## src/fabric_pkg.sv

```systemverilog
// --------------------------------------
// wishbone fabric shared definitions
// --------------------------------------

package fabric_pkg;

    // bus geometry --------------------------
    localparam int ADDR_W = 32;                 // byte address width
    localparam int DATA_W = 32;                 // data word width
    localparam int SEL_W  = DATA_W / 8;         // one enable per byte lane

    typedef logic [ADDR_W-1:0] addr_t;          // bus address
    typedef logic [DATA_W-1:0] data_t;          // bus data word
    typedef logic [SEL_W-1:0]  sel_t;           // byte enables

    // address decode ------------------------
    // target picked by the address decoder, REGION_NONE means nobody answers
    typedef enum logic [1:0] {
        REGION_NONE = 2'd0,                     // unmapped, access times out
        REGION_DMEM = 2'd1,                     // data memory window
        REGION_IO   = 2'd2,                     // io scratch memory window
        REGION_IRQ  = 2'd3                      // interrupt trigger register
    } region_e;

    // interrupt trigger ---------------------
    localparam int MSI_BIT = 3;                 // wdata bit for machine software irq
    localparam int MEI_BIT = 11;                // wdata bit for machine external irq

endpackage : fabric_pkg

```

## src/wb_fabric_ctrl.sv

```systemverilog
// --------------------------------------
// wishbone address decoder
// --------------------------------------

module wb_fabric_ctrl #(
    parameter fabric_pkg::addr_t DMEM_BASE = 32'h8000_0000, // data memory base
    parameter int                DMEM_SIZE = 8 * 1024,      // data memory bytes
    parameter fabric_pkg::addr_t IO_BASE   = 32'hf000_0000, // io memory base
    parameter int                IO_SIZE   = 32,            // io memory bytes
    parameter fabric_pkg::addr_t IRQ_ADDR  = 32'hff00_0000  // trigger register
) (
    input  fabric_pkg::addr_t addr_i,       // master address
    input  logic              stb_i,        // master strobe
    output logic              dmem_stb_o,   // strobe to data memory
    output logic              io_stb_o,     // strobe to io memory
    output logic              irq_stb_o,    // strobe to trigger register
    input  fabric_pkg::data_t dmem_rdata_i, // zero unless acking
    input  fabric_pkg::data_t io_rdata_i,
    input  fabric_pkg::data_t irq_rdata_i,
    input  logic              dmem_ack_i,
    input  logic              io_ack_i,
    input  logic              irq_ack_i,
    output fabric_pkg::data_t rdata_o,      // merged read data
    output logic              ack_o         // merged acknowledge
);

    // window limits, exclusive upper end
    localparam fabric_pkg::addr_t DMEM_END = DMEM_BASE + fabric_pkg::addr_t'(DMEM_SIZE);
    localparam fabric_pkg::addr_t IO_END   = IO_BASE + fabric_pkg::addr_t'(IO_SIZE);

    fabric_pkg::region_e region;            // decoded target of the current address

    // address decode ------------------------
    always_comb begin
        if ((addr_i >= DMEM_BASE) && (addr_i < DMEM_END)) begin
            region = fabric_pkg::REGION_DMEM;
        end else if ((addr_i >= IO_BASE) && (addr_i < IO_END)) begin
            region = fabric_pkg::REGION_IO;
        end else if (addr_i == IRQ_ADDR) begin
            region = fabric_pkg::REGION_IRQ; // single word, exact match
        end else begin
            region = fabric_pkg::REGION_NONE; // nobody claims it
        end
    end

    // strobe only reaches the selected target
    assign dmem_stb_o = stb_i && (region == fabric_pkg::REGION_DMEM);
    assign io_stb_o   = stb_i && (region == fabric_pkg::REGION_IO);
    assign irq_stb_o  = stb_i && (region == fabric_pkg::REGION_IRQ);

    // response merge ------------------------
    // targets gate their own outputs so a plain OR is enough here
    assign rdata_o = dmem_rdata_i | io_rdata_i | irq_rdata_i;
    assign ack_o   = dmem_ack_i | io_ack_i | irq_ack_i;

endmodule : wb_fabric_ctrl

```

## config.mk

```make
export PLATFORM = sky130hd
export DESIGN_NAME = wb_fabric_ctrl
export DESIGN_NICKNAME = d
export VERILOG_FILES = /design/src/fabric_pkg.sv /design/src/wb_fabric_ctrl.sv
export SDC_FILE = /design/constraint.sdc
export NUM_CORES = 1
export LEC_CHECK = 0
export BUFFER_PORTS_ARGS = -buffer_cell sky130_fd_sc_hd__buf_4
export CAP_MARGIN = 20
export CORE_AREA = 2 2 64 66
export DETAILED_ROUTE_END_ITERATION = 12
export DIE_AREA = 0 0 66 68
export PLACE_DENSITY_LB_ADDON = 0.2
export SLEW_MARGIN = 20
export SYNTH_ARGS = -nofsm -noshare
export SYNTH_HDL_FRONTEND = slang
export SYNTH_SLANG_ARGS = --single-unit
```

## constraint.sdc

```tcl
create_clock -name vclk -period 2.5
set_input_delay 0.375 -clock vclk [all_inputs]
set_output_delay 0.375 -clock vclk [all_outputs]
set_load 0.01 [all_outputs]
```

-- After elaboration in Yosys (flattened, before gate mapping)
Index checks and enable logic that the tools add are counted.
- flip-flop bits (word level): 0
- bits in latches: 0
- bits in writable memories: 0
- bits in read-only memories: 0
- bits of input ports: 132
- output and inout bits: 36
- logic and storage cells: 20
- memories: 0
- add/subtract/negate cells: 0
- multiply operators: 0
- div/mod/pow operators: 0
- order comparisons: 4
- equal/unequal tests: 4
- shift-type cells: 0
- muxes and demuxes: 3
- bitwise operators: 4
- reduce and logical (&&, ||, !) cells: 5
- operators by type and width (operator ; number):
    greater-or-equal comparator 32 bit, second input constant ; 2
    < comparator 32 bit, second input constant ; 2
    bitwise OR 32 bit ; 2
    equality test 32 bit, second input constant ; 1
    2-to-1 mux 2 bit ; 3
    logical AND 1 bit ; 5
    equality test 2 bit, second input constant ; 2
    equality test 2 x 1 -> 1 bit, second input constant ; 1
    bitwise OR 1 bit ; 2

-- Depth between registers and ports, before layout
Gate-level depths: netlist (run 1).
- depth after elaboration: 6
- depth in mapped cells: 3
- gate-level depth less buffers: 3

-- Worst setup path after synthesis (run 1)
Ideal clock, no wire load.
- kind: input port to output port
- start point: input addr_i[3]
- end point: output irq_stb_o
- arrival: 1.371 ns
- data required time: 2.125 ns
- path slack: 0.754 ns
- cell stages on the path: 3
- buffers on the path: 0
- cell sequence: or3_1 > or4_1 > nor4_2
- cells in the longest elaborated chain, start to end: 6
- RTL lines (item ; line ; source):
    start, declared ; wb_fabric_ctrl.sv:12 ; input fabric_pkg::addr_t addr_i,
    greater-or-equal comparator 32 bit (tied with other cells) ; wb_fabric_ctrl.sv:37 ; end else if ((addr_i >= IO_BASE) && (addr_i < IO_END)) begin
    logical AND 1 bit / 2-to-1 mux 2 bit (equally long branches) ; wb_fabric_ctrl.sv:37, wb_fabric_ctrl.sv:39 ;
    2-to-1 mux 2 bit ; wb_fabric_ctrl.sv:37 ;
    2-to-1 mux 2 bit * ; wb_fabric_ctrl.sv:35 ; if ((addr_i >= DMEM_BASE) && (addr_i < DMEM_END)) begin
    equality test 2 bit * ; wb_fabric_ctrl.sv:49 ; assign irq_stb_o = stb_i && (region == fabric_pkg::REGION_IRQ);
    logical AND 1 bit * ; wb_fabric_ctrl.sv:49 ;
    end, declared ; wb_fabric_ctrl.sv:16 ; output logic irq_stb_o,
Every way passes the cells marked *; elsewhere a longest branch is shown, timed or not.

-- Worst setup path after layout (run 1)
Ends and elaborated chain as after synthesis.

==> flow_summary.json, run 1 <==
{
  "die_w_microns": 66,
  "holdCritPathClass": "input pin to output pin",
  "cpMaxStageDelayCell": "or4_1",
  "critPathLaunchType": "input pin",
  "final_cell_mix": "buf_4 (168), or3_1 (35), nor4_1 (4)",
  "finalPower_mw": 0.212,
  "wl_met1_microns": 684,
  "syn_inst": 51,
  "cpMostUsedCell": "buf_4",
  "die-area_sq_mm": 0.00449,
  "powerDensity_mw_per_mm2": 129,
  "drive_gt1_share_pct": 77.2,
  "path_cells": "buf_4, or3_1, or4_1, nor4_2, buf_4",
  "worstPathArrival_ns": 1.55,
  "die-height_microns": 68,
  "final_core_util_pct": 42.7,
  "seqCellArea_sq_um": 0,
  "grt_use_total_pct": 9.63,
  "wire_per_inst_microns": 10.4,
  "diodes": 0,
  "max_freq_mhz": 519,
  "ir_drop_v": 0.0000568,
  "core_area_sq_mm": 0.00386,
  "synthesis.area_sq_um": 322,
  "antenna_found_initial": 0,
  "dr.pass1.iters": 1,
  "outcome": "finished clean",
  "cp_max_fo": 1,
  "viasPerCell": 4.06,
  "seq_cell_count": 0,
  "synthesis.nets": 183,
  "grt_pass1_vias": 904,
  "setup_viol_count_final": 0,
  "grt_pass1_wl_microns": 3590,
  "wl_met2_microns": 1610,
  "port_buffers": 168,
  "wl_microns": 2810,
  "seq_area_frac_synth_pct": 0,
  "grt.overflow.total": 0,
  "hold_slack_ns": 1.01,
  "rsz0062_at_grt": "false",
  "cts_resized": 0,
  "design.portCount": 168,
  "slowest_delay_ns": 0.42,
  "gp_congestion": 0.621,
  "hpwl_microns": 2680,
  "initial_core_util_pct": 8.34,
  "top_layer": "met3",
  "hold_violations": 0,
  "syn_to_final_growth_pct": 412,
  "maxCapViolCount": 0,
  "postCtsSetupBuffers": 0,
  "worst_slew_pin_slew_ns": 0.263,
  "leakage_nw": 0.849,
  "ctsHoldBuffers": 0,
  "vias": 1092,
  "yosysUniqueCellTypes": 10,
  "relSlewSlack_pct": 82.3,
  "timing.final.crit_share_pct": 77.1,
  "num-clock-buffers": 0,
  "synth_warnings": 0,
  "finish.net_count": 353,
  "final_common_cell": "buf_4",
  "worstSetupPathType": "input pin to output pin",
  "drc": 0,
  "grt_max_degree": 4,
  "ant_nets": 0,
  "critical_path.endpoint_type": "output pin",
  "placementRows": 23,
  "layout_min_cycle_time_ns": 1.93,
  "synth_area_per_cell_sq_um": 6.31,
  "wl_met3_microns": 507,
  "maxSlewViolCount": 0,
  "drt_iter0_drc": 0,
  "crit_required_ns": 2.12,
  "setup_tns_ns": 0
}
[routing by layer]
metal / global-route usage (%) / vias to the layer above
met2: 21.5 / 88
met3: 2.80 / 0
met5: 0 / -
met4: 0 / 0
li1: - / 548
met1: 8.98 / 456
[power breakdown]
part           internal [mW]  switching, mW
sequential                 0              0
combinational          0.164         0.0476
clock                      0              0
[cells by family (layout without fill, tap and decap cells)]
family | after synthesis | in the layout | synth area share [%]
simple gates | 51 | 51 | 100
buf+inv | 0 | 168 | 0
[layout make-up]
| type | count | area (sq um) |
|---|---|---|
| Fill cell | 421 | 2210 |
| Multi-Input combinational cell | 51 | 322 |
| Tap cell | 50 | 62.6 |
| Timing Repair Buffer | 168 | 1260 |
[critical path, delay by kind of cell]
family / cells / cell delay [ns]
buffers and inverters: 2 / 0.26
and+or+nand+nor: 3 / 0.91
[worst paths after layout]
path,start,to,slack (ns),cells after the start
setup / recovery,addr_i[3],irq_stb_o,0.57,5
hold / removal,irq_rdata_i[11],rdata_o[11],1.01,3
[cell usage after synthesis]
master / count / area (sq um)
nor4b_1: 1 / 8.76
nand4_1: 3 / 18.8
or4_1: 2 / 15.0
nor2b_1: 1 / 6.26
nor2_1: 2 / 7.51
or3_1: 35 / 219
nand2_1: 1 / 3.75
nor3_1: 1 / 5.00
nor4_1: 4 / 25.0
nor4_2: 1 / 12.5
[per-stage QoR]
stage / worst slack, ns / area [sq um] / cells
2_1_floorplan: 0.754 / 322 / 51
3_5_place_dp: 0.582 / 1650 / 269
3_3_place_gp: 0.590 / 1650 / 269
4_1_cts: 0.564 / 1650 / 269
6_report: 0.573 / 1650 / 269
5_1_grt: 0.511 / 1650 / 269
No activity file was read; power rests on OpenSTA's default activity.
==> run 2: changes to the inputs <==
- CORE_AREA: 2 2 64 66 -> 2 2 65 67
- DIE_AREA: 0 0 66 68 -> 0 0 67 69
- clock period: 2.5 -> 1.9 ns (I/O delays scaled with it)
==> run 2 against run 1 <==
Critical path depth unchanged. Die area is 3.0% higher. Core utilization down 0.63 points. Worst hold slack got worse by 0.18 ns. Via count rose by 1.7%. Cell area is the same. Total power is 31% higher. Non-clock buffer count stayed put. Largest cell class unchanged. Largest power group unchanged. Highest routed layer is now met4.
==> flow_summary.json, run 2 (same netlist as run 1, synthesis figures left out) <==
{
  "placementRows": 23,
  "viasPerCell": 4.13,
  "p_sw_mw": 0.0619,
  "fillers": 412,
  "gp_congestion": 0.710,
  "sw_frac_of_total_pct": 22.3,
  "core_area_sq_mm": 0.00391,
  "timing.final.crit_share_pct": 91.6,
  "powerDensity_mw_per_mm2": 169,
  "relSlewSlack_pct": 82.0,
  "seq_cell_count": 0,
  "maxSlewViolCount": 0,
  "drc": 0,
  "cpMostUsedCell": "buf_4",
  "final_core_util_pct": 42.0,
  "wire_per_inst_microns": 10.1,
  "setup_tns_ns": 0,
  "syn_to_final_growth_pct": 412,
  "finish.net_count": 353,
  "outcome": "finished clean",
  "hold_violations": 0,
  "diodes": 0,
  "critical_path.endpoint_type": "output pin",
  "cts_resized": 0,
  "num-clock-buffers": 0,
  "max_freq_mhz": 575,
  "drt_iter0_drc": 8,
  "seqCellArea_sq_um": 0,
  "initial_core_util_pct": 8.22,
  "grt_max_degree": 4,
  "crit_required_ns": 1.62,
  "p_int_mw": 0.216,
  "seqPwrFrac_pct": 0,
  "path_cells": "buf_4, or3_1, or4_1, nor4_2, buf_4",
  "cp_max_fo": 1,
  "ant_nets": 0,
  "slowest_delay_ns": 0.42,
  "leakage_nw": 0.849,
  "wl_microns": 2710,
  "layout_min_cycle_time_ns": 1.74,
  "die_w_microns": 67,
  "grt_pass1_wl_microns": 3950,
  "design.portCount": 168,
  "ctsHoldBuffers": 0,
  "die-area_sq_mm": 0.00462,
  "grt_use_total_pct": 9.97,
  "postCtsSetupBuffers": 0,
  "worstSetupPathType": "input pin to output pin",
  "placed_cell_area_sq_mm": 0.00165,
  "setup_viol_count_final": 0,
  "clock_power_share_pct": 0,
  "dr.pass1.iters": 4,
  "final_cell_mix": "buf_4 (168), or3_1 (35), nor4_1 (4)",
  "final_common_cell": "buf_4",
  "antenna_found_initial": 0,
  "vias": 1111,
  "worstPathArrival_ns": 1.46,
  "die-height_microns": 69,
  "combPwrFrac_pct": 100.0,
  "cpMaxStageDelayCell": "or4_1",
  "ir_drop_v": 0.0000720,
  "finalPower_mw": 0.278,
  "port_buffers": 168,
  "multiInputGateArea_sq_um": 322,
  "hold_slack_ns": 0.829,
  "worst_slew_pin_slew_ns": 0.268,
  "drive_gt1_share_pct": 77.2,
  "grt.overflow.total": 0,
  "maxCapViolCount": 0,
  "rsz0062_at_grt": "false",
  "holdCritPathClass": "input pin to output pin",
  "fin_area_sq_mm": 0.00165,
  "grt_pass1_vias": 1031,
  "critPathLaunchType": "input pin"
}
[run 2: cell type report]
cell class / count / area share, %
timing repair buffer: 168 / 76.7
multi-input combinational: 51 / 19.5
tap: 50 / 3.80
[run 2: critical path: cells and delay by family]
kind / cells / cell delay, ns
buffers and inverters: 2 / 0.26
AND/OR/NAND/NOR: 3 / 0.91
[run 2: layer usage]
layer,part of all wire [%],wire (microns),track usage [%]
met1,23,621,8.07
met2,55,1490,21.9
met3,21,581,3.43
met5,0,0,0
met4,0.70,19,0.680
[run 2: worst paths after layout]
path / start / end / slack [ns] / depth (start not counted)
setup / recovery: addr_i[3] / irq_stb_o / 0.16 / 5
hold / removal: irq_rdata_i[9] / rdata_o[9] / 0.83 / 3
[run 2: per-stage QoR]
stage / setup WS [ns] / cells
final: 0.159 / 269
after detailed placement: 0.170 / 269
after global routing: 0.0456 / 269
after global placement: 0.161 / 269
after floorplan: 0.334 / 51
after CTS: 0.160 / 269
[run 2: power groups by stage]
stage	logic, mW	registers, mW	clock network, mW
2_1_floorplan	0.0412	0	0
3_3_place_gp	0.277	0	0
3_5_place_dp	0.281	0	0
4_1_cts	0.281	0	0
5_1_grt	0.299	0	0
6_report	0.278	0	0
==> run 3: changes to the inputs <==
==> constraint.sdc (replaced) <==
create_clock -name vclk -period 1.9
set_input_delay 0.285 -clock vclk [all_inputs]
set_output_delay 0.285 -clock vclk [all_outputs]
set_load 0.05 [all_outputs]
==> run 3 against run 2 <==
Flip-flop and latch count unchanged. Cell area grew 1.5%. Total power rose by 32%. First-iteration DRC count shrank 75%. Critical path type unchanged. Largest cell class unchanged. Largest power group unchanged. Highest routed layer unchanged.
==> flow_summary.json, run 3 (same netlist as run 1, synthesis figures left out) <==
{
  "powerDensity_mw_per_mm2": 219,
  "vias": 1103,
  "crit_buf_inv": 2,
  "path_cells": "buf_4, or3_1, or4_1, nor4_4, buf_6",
  "diodes": 0,
  "design.portCount": 168,
  "gp_congestion": 0.664,
  "seq_cell_count": 0,
  "postCtsSetupBuffers": 0,
  "num-clock-buffers": 0,
  "outcome": "finished clean",
  "timing.final.crit_share_pct": 95.9,
  "final_core_util_pct": 42.7,
  "holdPathEnd": "rdata_o[16]",
  "finish.net_count": 353,
  "wire_per_inst_microns": 10.8,
  "die-area_sq_mm": 0.00462,
  "worst_slew_pin_slew_ns": 0.253,
  "maxCapViolCount": 0,
  "worstSetupPathType": "input pin to output pin",
  "leakage_nw": 0.866,
  "ir_drop_v": 0.0000800,
  "cpMaxStageDelayCell": "or4_1",
  "cts_resized": 0,
  "slowest_delay_ns": 0.45,
  "fillers": 438,
  "hold_violations": 0,
  "core_area_sq_mm": 0.00391,
  "initial_core_util_pct": 8.22,
  "grt.overflow.total": 0,
  "final_common_cell": "buf_4",
  "ctsHoldBuffers": 0,
  "drt_iter0_drc": 2,
  "relSlewSlack_pct": 82.9,
  "holdCritPathClass": "input pin to output pin",
  "port_buffers": 168,
  "dr.pass1.iters": 4,
  "crit_required_ns": 1.62,
  "max_freq_mhz": 549,
  "cp_max_fo": 1,
  "rsz0062_at_grt": "false",
  "layout_min_cycle_time_ns": 1.82,
  "final_cell_mix": "buf_4 (167), or3_1 (35), nand4_1 (3)",
  "grt_pass1_vias": 1041,
  "syn_to_final_growth_pct": 419,
  "grt_use_total_pct": 10.8,
  "finalPower_mw": 0.366,
  "maxSlewViolCount": 0,
  "critPathLaunchType": "input pin",
  "die_w_microns": 67,
  "path_delay_family": "simple AND/OR/NAND/NOR gates",
  "worstHoldStart": "irq_rdata_i[16]",
  "seqCellArea_sq_um": 0,
  "hpwl_microns": 2780,
  "die-height_microns": 69,
  "drive_gt1_share_pct": 78.1,
  "setup_viol_count_final": 0,
  "worstPathArrival_ns": 1.54,
  "drc": 0,
  "whs_path_depth": 3,
  "critical_path.endpoint_type": "output pin",
  "antenna_found_initial": 0,
  "grt_pass1_wl_microns": 4210,
  "ant_nets": 0,
  "grt_max_degree": 4,
  "viasPerCell": 4.10,
  "placementRows": 23,
  "wl_microns": 2910
}
run 3: area by class of cell:
class	instances	area (sq um)	share of cell area, %
Tap cell	50	62.6	3.75
Timing Repair Buffer	168	1260	75.7
Multi-Input combinational cell	51	343	20.5
run 3: worst max-delay path by stage:
| stage | endpoint | cells past startpoint | startpoint |
|---|---|---|---|
| after global routing | irq_stb_o | 5 | addr_i[3] |
| after global placement | irq_stb_o | 5 | addr_i[3] |
| after detailed placement | irq_stb_o | 5 | addr_i[3] |
| final | irq_stb_o | 5 | addr_i[3] |
| after CTS | irq_stb_o | 5 | addr_i[3] |
| after floorplan | dmem_stb_o | 2 | addr_i[27] |
run 3: metrics by stage:
stage               setup TNS [ns]  std cells  setup slack (ns)  area (sq um)  hold slack (ns)
floorplan                   -0.377         51            -0.184           343            0.770
global route                     0        269            0.0283          1670            0.919
CTS                              0        269            0.0508          1670            0.907
finish                           0        269            0.0771          1670            0.907
detailed placement               0        269            0.0510          1670            0.907
global placement                 0        269            0.0566          1670            0.907
run 3: power by group:
part / total, mW / switching (mW) / leakage (nW) / internal, mW
clock network: 0 / 0 / 0 / 0
logic: 0.366 / 0.148 / 0.866 / 0.218
registers: 0 / 0 / 0 / 0
run 3: per-layer routing:
metal  part of all wire (%)  vias up  GRT usage, %
li1                       -      547             -
met1                     25      469          9.35
met2                     58       85          24.3
met3                     16        2          1.96
met4                   0.62        0         0.680
met5                      0        -             0
